===== src/verilog/pipeCtrlPkg.sv =====
/*
 * Shared types for the five-stage pipeline and its stall/flush control.
 * Instructions are tokens with register numbers; no operand values travel.
 * PCs are word addresses and wrap at 2**pcW.
 */
package pipeCtrlPkg;

    localparam int pcW = 8;

    typedef logic [pcW-1:0] pcT;
    typedef logic [2:0]     regT;

    typedef enum logic [2:0] {
        opNop, opAlu, opLoad, opStore, opMul, opBranch, opFault
    } opT;

    typedef struct packed {
        opT  op;
        regT rd;
        regT rs;
        pcT  target;      // branch destination, ignored otherwise
    } instrT;

    typedef struct packed {
        logic  valid;
        pcT    pc;
        instrT instr;
    } stageT;

    typedef enum logic [1:0] {redirNone, redirBranch, redirTrap} redirT;

    // raw conditions raised by the stages
    typedef struct packed {
        logic icacheBusy;
        logic dcacheBusy;
        logic loadUse;
        logic mulBusy;
        logic branchTaken;
        logic trap;
    } hazardT;

    // per-stage enables, flushes and fetch redirect
    typedef struct packed {
        logic  pcWr;
        logic  idWr;
        logic  exWr;
        logic  memWr;      // EX/MEM and MEM/WB
        logic  idFlush;
        logic  exFlush;
        logic  memFlush;
        logic  exBubble;
        logic  memBubble;
        redirT redir;
    } ctrlT;

    typedef struct packed {
        logic write;       // 1 = store
        pcT   addr;
    } dmemReqT;

    typedef struct packed {
        pcT pc;
        opT op;
    } retireT;

    localparam stageT bubbleStage = '0;  // valid low, empty slot

endpackage


===== src/verilog/decodeStage.sv =====
/*
 * Decode: load-use detection, branch resolution and the ID/EX register.
 * Every branch in ID is taken; fetch always guessed fall-through.
 * The hazard check compares only rs against a load's rd in EX.
 */
module decodeStage (
    input  logic               clk,
    input  logic               rstN,
    input  pipeCtrlPkg::ctrlT  ctrl,
    input  pipeCtrlPkg::stageT idStage,
    input  pipeCtrlPkg::stageT exStage,     // ID/EX output routed back by the top
    output logic               loadUse,
    output logic               branchTaken,
    output pipeCtrlPkg::pcT    branchTarget,
    output pipeCtrlPkg::stageT exStageOut
);
    import pipeCtrlPkg::*;

    logic exIsLoad;
    logic idReadsRs;

    // load still in EX, data not back until after MEM
    assign exIsLoad  = exStage.valid && (exStage.instr.op == opLoad);
    assign idReadsRs = idStage.valid && (idStage.instr.op != opNop);  // nop reads nothing

    assign loadUse = exIsLoad && idReadsRs && (exStage.instr.rd == idStage.instr.rs);

    assign branchTaken  = idStage.valid && (idStage.instr.op == opBranch);
    assign branchTarget = idStage.instr.target;

    // ID/EX register
    always_ff @(posedge clk or negedge rstN) begin
        if (!rstN) begin
            exStageOut <= bubbleStage;
        end else if (ctrl.exWr) begin
            if (ctrl.exFlush || ctrl.exBubble) begin
                exStageOut <= bubbleStage;   // trap flush or load-use bubble
            end else begin
                exStageOut <= idStage;
            end
        end
    end

endmodule


===== src/verilog/executeStage.sv =====
/*
 * Execute: holds a multiply in EX for mulCycles cycles, then the
 * EX/MEM register. mulCycles must be at least 1.
 * The count restarts whenever ID/EX loads new content.
 */
module executeStage #(
    parameter int mulCycles = 4
) (
    input  logic               clk,
    input  logic               rstN,
    input  pipeCtrlPkg::ctrlT  ctrl,
    input  pipeCtrlPkg::stageT exStage,
    output logic               mulBusy,
    output pipeCtrlPkg::stageT memStage
);
    import pipeCtrlPkg::*;

    localparam int cntW = (mulCycles > 1) ? $clog2(mulCycles) : 1;

    logic [cntW-1:0] mulCnt;    // cycles the multiply has spent in EX
    logic            exIsMul;

    assign exIsMul = exStage.valid && (exStage.instr.op == opMul);
    // busy through cycle mulCycles-2, free to leave on the last one
    assign mulBusy = exIsMul && (int'(mulCnt) < mulCycles - 1);

    always_ff @(posedge clk or negedge rstN) begin
        if (!rstN) begin
            mulCnt <= '0;
        end else if (ctrl.exWr) begin
            mulCnt <= '0;            // new op enters EX
        end else if (mulBusy) begin
            mulCnt <= mulCnt + 1'b1;
        end
    end

    // EX/MEM register
    always_ff @(posedge clk or negedge rstN) begin
        if (!rstN) begin
            memStage <= bubbleStage;
        end else if (ctrl.memWr) begin
            if (ctrl.memFlush || ctrl.memBubble) begin
                memStage <= bubbleStage;   // trap flush or multiply hold
            end else begin
                memStage <= exStage;
            end
        end
    end

endmodule


===== src/verilog/fetchStage.sv =====
/*
 * PC register, instruction request port and IF/ID register.
 * Request valid is masked while the PC is held, so any accepted word
 * lands in IF/ID on the same edge. A redirect drops the pending request
 * and the next cycle asks again at the new PC.
 */
module fetchStage #(
    parameter pipeCtrlPkg::pcT handlerPc = 8'hC0
) (
    input  logic               clk,
    input  logic               rstN,
    input  pipeCtrlPkg::ctrlT  ctrl,
    input  pipeCtrlPkg::pcT    branchTarget,
    input  logic               imemReady,
    input  pipeCtrlPkg::instrT imemInstr,
    output logic               imemValid,
    output pipeCtrlPkg::pcT    imemPc,
    output logic               icacheBusy,
    output pipeCtrlPkg::stageT idStage
);
    import pipeCtrlPkg::*;

    pcT    pc;
    logic  fetchOn;    // first edge after reset turns fetch on
    logic  noRedir;
    logic  xfer;       // handshake this cycle
    pcT    pcNext;
    stageT idNext;

    assign noRedir    = (ctrl.redir == redirNone);
    assign icacheBusy = fetchOn && !imemReady;  // from the unmasked request, no loop via pcWr
    // keep valid up while waiting on ready so the PC stays presented
    assign imemValid  = fetchOn && noRedir && (ctrl.pcWr || icacheBusy);
    assign imemPc     = pc;
    assign xfer       = imemValid && imemReady;

    always_comb begin
        case (ctrl.redir)
            redirTrap:   pcNext = handlerPc;
            redirBranch: pcNext = branchTarget;
            default:     pcNext = xfer ? pc + 1'b1 : pc;  // fall-through prediction
        endcase
    end

    always_comb begin
        idNext = bubbleStage;
        if (!ctrl.idFlush && xfer) begin
            idNext.valid = 1'b1;
            idNext.pc    = pc;
            idNext.instr = imemInstr;
        end
    end

    always_ff @(posedge clk or negedge rstN) begin
        if (!rstN) begin
            pc      <= '0;
            fetchOn <= 1'b0;
            idStage <= bubbleStage;
        end else begin
            fetchOn <= 1'b1;
            if (ctrl.pcWr) begin
                pc <= pcNext;
            end
            if (ctrl.idWr) begin
                idStage <= idNext;   // bubble when flushed or nothing fetched
            end
        end
    end

endmodule


===== src/verilog/memoryStage.sv =====
/*
 * Memory stage: data request port, trap detection and MEM/WB.
 * A request stays up until accepted and is never withdrawn; once taken
 * it is not reissued while the stage is frozen. Load data is not modelled.
 */
module memoryStage (
    input  logic                 clk,
    input  logic                 rstN,
    input  pipeCtrlPkg::ctrlT    ctrl,
    input  pipeCtrlPkg::stageT   memStage,
    input  logic                 dmemReady,
    output logic                 dmemValid,
    output pipeCtrlPkg::dmemReqT dmemReq,
    output logic                 dcacheBusy,
    output logic                 trap,
    output logic                 retireValid,
    output pipeCtrlPkg::retireT  retire,
    output logic                 excValid,
    output pipeCtrlPkg::pcT      excPc
);
    import pipeCtrlPkg::*;

    logic memIsAccess;
    logic accessDone;   // handshake done, stage still frozen

    assign memIsAccess = memStage.valid &&
                         (memStage.instr.op == opLoad || memStage.instr.op == opStore);
    assign dmemValid   = memIsAccess && !accessDone;
    assign dmemReq     = '{write: (memStage.instr.op == opStore), addr: memStage.pc};
    assign dcacheBusy  = dmemValid && !dmemReady;
    assign trap        = memStage.valid && (memStage.instr.op == opFault);

    always_ff @(posedge clk or negedge rstN) begin
        if (!rstN) begin
            accessDone <= 1'b0;
        end else if (ctrl.memWr) begin
            accessDone <= 1'b0;          // EX/MEM reloads, fresh op next
        end else if (dmemValid && dmemReady) begin
            accessDone <= 1'b1;          // accepted while icache holds us
        end
    end

    // MEM/WB valids, bubble whenever the pipe is frozen
    always_ff @(posedge clk or negedge rstN) begin
        if (!rstN) begin
            retireValid <= 1'b0;
            excValid    <= 1'b0;
        end else begin
            retireValid <= ctrl.memWr && memStage.valid && !trap;
            excValid    <= ctrl.memWr && trap;   // fault never retires
        end
    end

    always_ff @(posedge clk) begin
        if (ctrl.memWr) begin
            retire.pc <= memStage.pc;
            retire.op <= memStage.instr.op;
            excPc     <= memStage.pc;
        end
    end

endmodule


===== src/verilog/pipeTop.sv =====
/*
 * Five-stage pipeline top: four stage blocks plus the stall/flush control.
 * Both memories sit outside behind valid/ready ports.
 * Up to four instructions in flight between IF/ID and MEM/WB.
 */
module pipeTop #(
    parameter int              mulCycles = 4,
    parameter pipeCtrlPkg::pcT handlerPc = 8'hC0
) (
    input  logic                 clk,
    input  logic                 rstN,
    input  logic                 imemReady,
    input  pipeCtrlPkg::instrT   imemInstr,
    input  logic                 dmemReady,
    output logic                 imemValid,
    output pipeCtrlPkg::pcT      imemPc,
    output logic                 dmemValid,
    output pipeCtrlPkg::dmemReqT dmemReq,
    output logic                 retireValid,
    output pipeCtrlPkg::retireT  retire,
    output logic                 excValid,
    output pipeCtrlPkg::pcT      excPc
);
    import pipeCtrlPkg::*;

    hazardT hazard;         // each field driven by one stage
    ctrlT   ctrl;
    stageT  idStage;        // IF/ID
    stageT  exStage;        // ID/EX
    stageT  memStage;       // EX/MEM
    pcT     branchTarget;

    fetchStage #(.handlerPc(handlerPc)) uFetch (
        .clk(clk), .rstN(rstN), .ctrl(ctrl), .branchTarget(branchTarget),
        .imemReady(imemReady), .imemInstr(imemInstr), .imemValid(imemValid),
        .imemPc(imemPc), .icacheBusy(hazard.icacheBusy), .idStage(idStage)
    );

    decodeStage uDecode (
        .clk(clk), .rstN(rstN), .ctrl(ctrl), .idStage(idStage), .exStage(exStage),
        .loadUse(hazard.loadUse), .branchTaken(hazard.branchTaken),
        .branchTarget(branchTarget), .exStageOut(exStage)
    );

    executeStage #(.mulCycles(mulCycles)) uExecute (
        .clk(clk), .rstN(rstN), .ctrl(ctrl), .exStage(exStage),
        .mulBusy(hazard.mulBusy), .memStage(memStage)
    );

    memoryStage uMemory (
        .clk(clk), .rstN(rstN), .ctrl(ctrl), .memStage(memStage),
        .dmemReady(dmemReady), .dmemValid(dmemValid), .dmemReq(dmemReq),
        .dcacheBusy(hazard.dcacheBusy), .trap(hazard.trap),
        .retireValid(retireValid), .retire(retire), .excValid(excValid), .excPc(excPc)
    );

    stallFlushCtrl uCtrl (
        .hazard(hazard),
        .ctrl(ctrl)
    );

endmodule


===== src/verilog/stallFlushCtrl.sv =====
/*
 * Stall/flush priority for the five-stage pipeline, purely combinational.
 * Order: trap, busy cache, load-use, taken branch, busy multiply.
 * A taken branch waits in ID while a multiply still holds EX, so the
 * branch is never flushed out of IF/ID before it can move on.
 */
module stallFlushCtrl (
    input  pipeCtrlPkg::hazardT hazard,
    output pipeCtrlPkg::ctrlT   ctrl
);
    import pipeCtrlPkg::*;

    logic cacheBusy;
    logic branchGo;

    assign cacheBusy = hazard.icacheBusy || hazard.dcacheBusy;
    assign branchGo  = hazard.branchTaken && !hazard.mulBusy;  // EX must be free

    always_comb begin
        // default: everything advances
        ctrl.pcWr      = 1'b1;
        ctrl.idWr      = 1'b1;
        ctrl.exWr      = 1'b1;
        ctrl.memWr     = 1'b1;
        ctrl.idFlush   = 1'b0;
        ctrl.exFlush   = 1'b0;
        ctrl.memFlush  = 1'b0;
        ctrl.exBubble  = 1'b0;
        ctrl.memBubble = 1'b0;
        ctrl.redir     = redirNone;

        if (hazard.trap) begin
            // faulting op moves to WB as exception, younger ops die
            ctrl.idFlush  = 1'b1;
            ctrl.exFlush  = 1'b1;
            ctrl.memFlush = 1'b1;
            ctrl.redir    = redirTrap;
        end else if (cacheBusy) begin
            ctrl.pcWr  = 1'b0;   // full freeze
            ctrl.idWr  = 1'b0;
            ctrl.exWr  = 1'b0;
            ctrl.memWr = 1'b0;   // MEM/WB sees a bubble
        end else if (hazard.loadUse) begin
            ctrl.pcWr     = 1'b0;
            ctrl.idWr     = 1'b0;
            ctrl.exBubble = 1'b1;   // load moves on, consumer waits in ID
        end else if (branchGo) begin
            ctrl.idFlush = 1'b1;    // squash the fall-through fetch
            ctrl.redir   = redirBranch;
        end else if (hazard.mulBusy) begin
            ctrl.pcWr      = 1'b0;
            ctrl.idWr      = 1'b0;
            ctrl.exWr      = 1'b0;
            ctrl.memBubble = 1'b1;  // older ops drain past the multiply
        end
    end

endmodule

===== config.mk =====
export PLATFORM = sky130hd
export DESIGN_NAME = pipeTop
export DESIGN_NICKNAME = d
export VERILOG_FILES = /design/src/verilog/pipeCtrlPkg.sv /design/src/verilog/decodeStage.sv /design/src/verilog/executeStage.sv /design/src/verilog/fetchStage.sv /design/src/verilog/memoryStage.sv /design/src/verilog/pipeTop.sv /design/src/verilog/stallFlushCtrl.sv
export SDC_FILE = /design/constraint.sdc
export NUM_CORES = 1
export LEC_CHECK = 0
export BUFFER_PORTS_ARGS = -buffer_cell sky130_fd_sc_hd__buf_4
export CELL_PAD_IN_SITES_DETAIL_PLACEMENT = 0
export CELL_PAD_IN_SITES_GLOBAL_PLACEMENT = 1
export CORE_ASPECT_RATIO = 1.5
export CORE_MARGIN = 5
export CORE_UTILIZATION = 44
export CTS_CLUSTER_DIAMETER = 120
export CTS_CLUSTER_SIZE = 10
export DETAILED_ROUTE_END_ITERATION = 6
export HOLD_SLACK_MARGIN = 0.02
export PLACE_DENSITY_LB_ADDON = 0.1
export SYNTH_ARGS = -nofsm -noshare
export SYNTH_HDL_FRONTEND = slang
export SYNTH_SLANG_ARGS = --single-unit

===== constraint.sdc =====
create_clock -name clk -period 2.2 [get_ports clk]
set_input_delay 0.11 -clock clk [delete_from_list [all_inputs] [get_ports clk]]
set_output_delay 0.11 -clock clk [all_outputs]
set_load 0.02 [all_outputs]

# Word level (Yosys, flattened, before mapping)
# Index checks and enable logic that the tools add are counted.
# word_totals
regBits	89
input_bits	21
out_inout_bits	40
word_cells	102
# classes
add_sub_neg	2
order_cmp	1
n_eq_ne	9
n_mux	29
n_reduce_logical	38
# ops
operator	count
26-bit 2-to-1 mux	3
1-bit logical AND	21
8-bit case mux with 2 select lines	1
1-bit 2-to-1 mux	12
2-bit 2-to-1 mux	6
3-bit 2-to-1 mux	4
3-bit by 2-bit == test with 1-bit output (second input constant)	3
3-bit == test (second input constant)	3
8-bit by 1-bit adder with 8-bit output (second input constant)	1
4-bit 2-to-1 mux	2
8-bit 2-to-1 mux	1
1-bit zero test	6
3-bit nonzero test	2
1-bit logical OR	5
2-bit nonzero test	2
3-bit == test	1
2-bit by 1-bit adder with 2-bit output (second input constant)	1
2-bit by 1-bit == test with 1-bit output (second input constant)	1
2-bit == test (second input constant)	1
2-bit zero test	1
2-bit < comparator (second input constant)	1
2-bit AND reduction	1

# Depth between registers and ports, before layout
# logic_depth
word_depth	15
mapped_depth	8
ltp_nobuf	6

# Modules after synthesis
# From an unflattened synthesis, not the netlist that was laid out.
# unflattened
hier_cells	434
hier_area_um2	4530.6
# by_module_without_submodules
module	n_inst	cells_per_inst	area_per_inst_um2	seq_area_each_um2
fetchStage	1	132	1527.7	875.8
decodeStage	1	125	1148.6	650.6
executeStage	1	120	1144.8	700.7
memoryStage	1	43	594.3	405.4
stallFlushCtrl	1	14	115.1	0.0

# Worst setup path after synthesis
# Ideal clock, no wire load.
# synth_timing
path_kind	register -> register
start	register uExecute.memStage[16] (netlist name)
end	register uMemory.retire[0] (netlist name)
setup_ps	289
arrival_ps	1746
t_required_ps	1911
setup_slack_ps	164
stages_incl_launch_ff	7
n_path_buf	1
synth_period_minus_slack_ps	2036
cell_sequence	dfrtp_1 nand3b_1 nor2_1 a21boi_4 nor2_1 buf_2 inv_1
# synth_between
elab_chain_cells	8
elab_cells_between_ends	11
classes_between	eq/ne: 3; mux: 2; reduce/logical: 6
# synth_rtl
item	line_no	source
3-bit by 2-bit == test with 1-bit output	memoryStage.sv:27	(memStage.instr.op == opLoad || memStage.instr.op == opStore);
1-bit logical OR (*)	memoryStage.sv:27	
1-bit logical AND (*)	memoryStage.sv:26	assign memIsAccess = memStage.valid &&
1-bit logical AND (*)	memoryStage.sv:28	assign dmemValid = memIsAccess && !accessDone;
via dmemValid	pipeTop.sv:17	output logic dmemValid,
1-bit logical AND (*)	memoryStage.sv:30	assign dcacheBusy = dmemValid && !dmemReady;
1-bit logical OR (*)	stallFlushCtrl.sv:16	assign cacheBusy = hazard.icacheBusy || hazard.dcacheBusy;
1-bit 2-to-1 mux (*)	stallFlushCtrl.sv:38	end else if (cacheBusy) begin
4-bit 2-to-1 mux (*)	stallFlushCtrl.sv:32	if (hazard.trap) begin
# Mark *: on every way through the listed nets, which the timed path passes. The rest lies on a longest branch.
# A chain may end at the register's enable or synchronous reset.

# Worst setup path in the final report
# layout_timing
start	register uFetch.idStage[9] (netlist name)
end	output imemValid
# layout_between
elab_chain_cells	8
elab_cells_between_ends	12
classes_between	eq/ne: 1; mux: 6; reduce/logical: 5
# layout_rtl
item	line_no	source
3-bit == test (*)	decodeStage.sv:26	assign loadUse = exIsLoad && idReadsRs && (exStage.instr.rd == idStage.instr.rs);
1-bit logical AND (*)	decodeStage.sv:26	
3-bit 2-to-1 mux	stallFlushCtrl.sv:43	end else if (hazard.loadUse) begin
4-bit 2-to-1 mux	stallFlushCtrl.sv:38	
2-bit 2-to-1 mux	stallFlushCtrl.sv:32	
2-bit zero test	fetchStage.sv:30	assign noRedir = (ctrl.redir == redirNone);
1-bit logical AND	fetchStage.sv:33	assign imemValid = fetchOn && noRedir && (ctrl.pcWr || icacheBusy);
1-bit logical AND (*)	fetchStage.sv:33	
to (decl)	pipeTop.sv:15	output logic imemValid,
# Every way passes the cells marked *; elsewhere a longest branch is shown, timed or not.

==> results by group <==
Outcome
  – Status: finished clean

Route
  – Per-cell routed wire length: 16.7 um
  – Drt via density: 5.35
  – DRT antenna net count: 0
  – DRC: 0
  – Via count: 2439
  – Final WL: 7.59 mm
  – 1st-iter DRT viols: 141
  – First-pass DRT Iterations: 4

Setup path
  – Cell family with most CP delay: buffers and inverters
  – CP max FO: 6
  – CP max-delay cell: dfrtp_1
  – Crit-path max cell delay: 0.40 ns
  – Reg2reg start: uExecute.mulCnt[0]
  – R2R Path End: uFetch.imemPc[3]
  – Startpoint Class: flop
  – Reg2reg path depth: 8
  – Reg-to-reg setup timing slack: 0.15 ns
  – Top cell by count, worst path: buf_4
  – Crit path buf inv count: 3
  – WP data required: 2.09 ns
  – CP cell instances: xor2_1, nor4_1, buf_4, nand2_4, buf_4, a21oi_4, a21oi_1, buf_4
  – Kind of critical path: flop to output pin
  – CP Capture Type: output pin
  – CP arrival: 2.00 ns

Pwr
  – P_leak: 2.15 nW
  – Tot Pwr: 4.34 mW
  – Power Density: 981 nW/um^2
  – Worst vdd ir: 0.000901 V

STA
  – Fin crit share: 0.959
  – Hold Vio Cnt, Final: 0
  – Worst Tran Pin Value: 0.855 ns
  – Setup-failing EPs final: 0
  – Final Max Tran Viols: 0
  – Hold Slack: 0.0249 ns
  – Clk_skew: 0.00470 ns
  – Max transition margin: 0.430
  – Fin crit period: 2.11 ns
  – Maximum clock rate: 0.474 GHz

Min path
  – Hold depth: 2
  – Hold path start: imemInstr[14]
  – Tightest Hold Check Type: input port to flop
  – WHS Endpoint: uFetch.idStage[14]

Logic synthesis
  – Asr flop ratio synth: 0.859
  – Cells after synthesis: 267
  – Number of synthesized flops with an enable pin: 11
  – Post-Syn Area per Cell: 12.6 sq um
  – YS warnings: 0
  – Ys flop type: dfrtp_1
  – Distinct cells, synth: 48
  – Synthesized flop and latch total: 78
  – Synthesized area: 3350 sq um
  – Sequential share of the synthesized area: 0.598
  – Syn nets: 290

Placed design
  – Post-DP HPWL: 5.26 mm
  – Routability cong.: 0.801
  – PortBufs: 60
  – Dpl cells: 417

Clock tree
  – CTS Buffer Depth: 2
  – Clock-pin transition on the worst setup and hold timing paths: 0.06 ns
  – Clk sinks: 78
  – Worst-Skew Late Latency: 0.33 ns
  – CTS tree: yes
  – Num CTS Buffers: 9
  – H-tree depth: 3
  – CTS Root Cell: clkbuf_16

Floorplan
  – Die area: 9510 sq um
  – I/O Pins: 61
  – FP Rows: 39
  – Chip width: 81.3 um
  – Initial core utilization: 0.446
  – Core ar.: 7510 sq um
  – Die Y: 117 um

Global route
  – Largest net degree at the start of global routing: 68
  – Grt ovf: 0
  – Vias in the first global route: 2476
  – First-pass GRT wire length: 12.5 mm
  – Initial antenna violation count: 0
  – Total global-route track usage: 0.174

Layout
  – Nets: 372
  – Layout area overhead: 32.0%
  – Layout Utilization: 0.589
  – Diode count: 0
  – Fillers: 665
  – Non-Filler Instances: 456
  – Share of cells above drive strength 1: 0.319

Flow run
  – MaxCap Viol Count: 0
-- timing repair --
action,in CTS,in global routing
setup endpoints to repair,1,1
pin swaps,4,3
setup buffers,3,3
hold buffers,17,0
hold endpoints to repair,83,0
resized for setup,2,3
-- through the flow --
step / TNS, ns / worst slack (ns) / instance area, sq um
floorplan: 0 / 0.164 / 3350
global placement: 0 / 0.121 / 3890
detailed placement: 0 / 0.0703 / 3890
CTS: 0 / 0.0177 / 4390
global route: -0.00135 / -0.00135 / 4430
finish: 0 / 0.0896 / 4430
-- kinds of logic after synthesis --
group                      synth area share
other                               0.00112
adders and majority gates           0.00746
muxes                               0.00597
DFF                                   0.598
and+or+nand+nor                      0.0985
buffers and inverters                0.0660
xor gates and xnor gates            0.00783
AOI/OAI and AO/OA                     0.215
-- worst register-to-register path, stage by stage, from the launching register on --
cell and delay, ns:
dfrtp_1 0.40, ha_2 0.21, nor4b_4 0.41, buf_4 0.19, a311o_2 0.13, nand2b_1 0.13, buf_4 0.17, a21oi_1 0.08
o221a_1 0.22
-- placed cells by master (no fill, tap or decap), types with 6 or more instances in the layout --
cell           Yosys  layout
a21oi_1            6       6
a22o_1            48      48
buf_4             20      81
clkbuf_16          0       9
dfrtp_1           67      67
dlygate4sd3_1      0      17
edfxtp_1          11      11
inv_1              6       6
nand2_1           18      17
nand3_1            8       8
nor2_1            12      11
-- how the worst max path moves through the flow --
stage | slack, ns | endpoint | cells after the start | from
5_1_grt | -0.001 | imemValid | 8 | uFetch.idStage[9]
3_5_place_dp | 0.07 | uDecode.exStageOut[11] | 7 | uFetch.idStage[9]
6_report | 0.09 | imemValid | 8 | uFetch.idStage[9]
2_1_floorplan | 0.16 | uMemory.retire[0] | 6 | uExecute.memStage[16]
3_3_place_gp | 0.12 | uDecode.exStageOut[22] | 7 | uFetch.idStage[9]
4_1_cts | 0.02 | imemValid | 7 | uExecute.mulCnt[0]
-- sequential cells by signal, summed over array words and instances (netlist names) --
name	count
uExecute.mulCnt	2
uMemory.accessDone	1
uFetch.fetchOn	1
uDecode.exStageOut	15
uMemory.excValid	1
uFetch.idStage	26
uMemory.retireValid	1
uFetch.imemPc	8
uMemory.retire	11
uExecute.memStage	12
-- synth_stat cells, types with 2 or more instances --
master     instances  area (sq um)
dfrtp_1           67          1680
a22o_1            48           420
buf_4             20           150
nand2_1           18          67.6
nor2_1            12          45.0
edfxtp_1          11           330
nand3_1            8          40.0
a21oi_1            6          30.0
buf_2              6          30.0
inv_1              6          22.5
a31oi_1            5          31.3
and3_1             5          31.3
o21ai_0            5          25.0
nor3_1             4          20.0
a2bb2oi_1          3          26.3
nand2b_1           3          18.8
xor2_1             3          26.3
clkbuf_1           2          7.51
ha_1               2          25.0
mux2i_1            2          20.0
nand4b_1           2          17.5
nor4_1             2          12.5
o21a_1             2          15.0
-- where the power goes --
group | internal, mW | leakage (nW) | switching, mW
registers | 1.69 | 0.995 | 0.207
logic | 0.456 | 1.00 | 0.480
clock network | 0.896 | 0.149 | 0.614
total | 3.04 | 2.15 | 1.30
-- routing by layer --
layer | GRT usage | wire length [um] | vias to the layer above
li1 | - | - | 1155
met1 | 0.217 | 3230 | 1209
met2 | 0.299 | 3940 | 62
met3 | 0.0199 | 264 | 13
met4 | 0.0812 | 158 | 0
met5 | 0 | 0 | -
-- cell type report --
type,count,area [sq um],area share
tap,102,128,0.0288
multi-input combinational,154,1150,0.259
clock buffer,9,225,0.0509
inverter,6,22.5,0.00509
clock inverter,7,80.1,0.0181
timing repair buffer,100,818,0.185
sequential,78,2010,0.453
No activity file was read; power rests on OpenSTA's default activity.
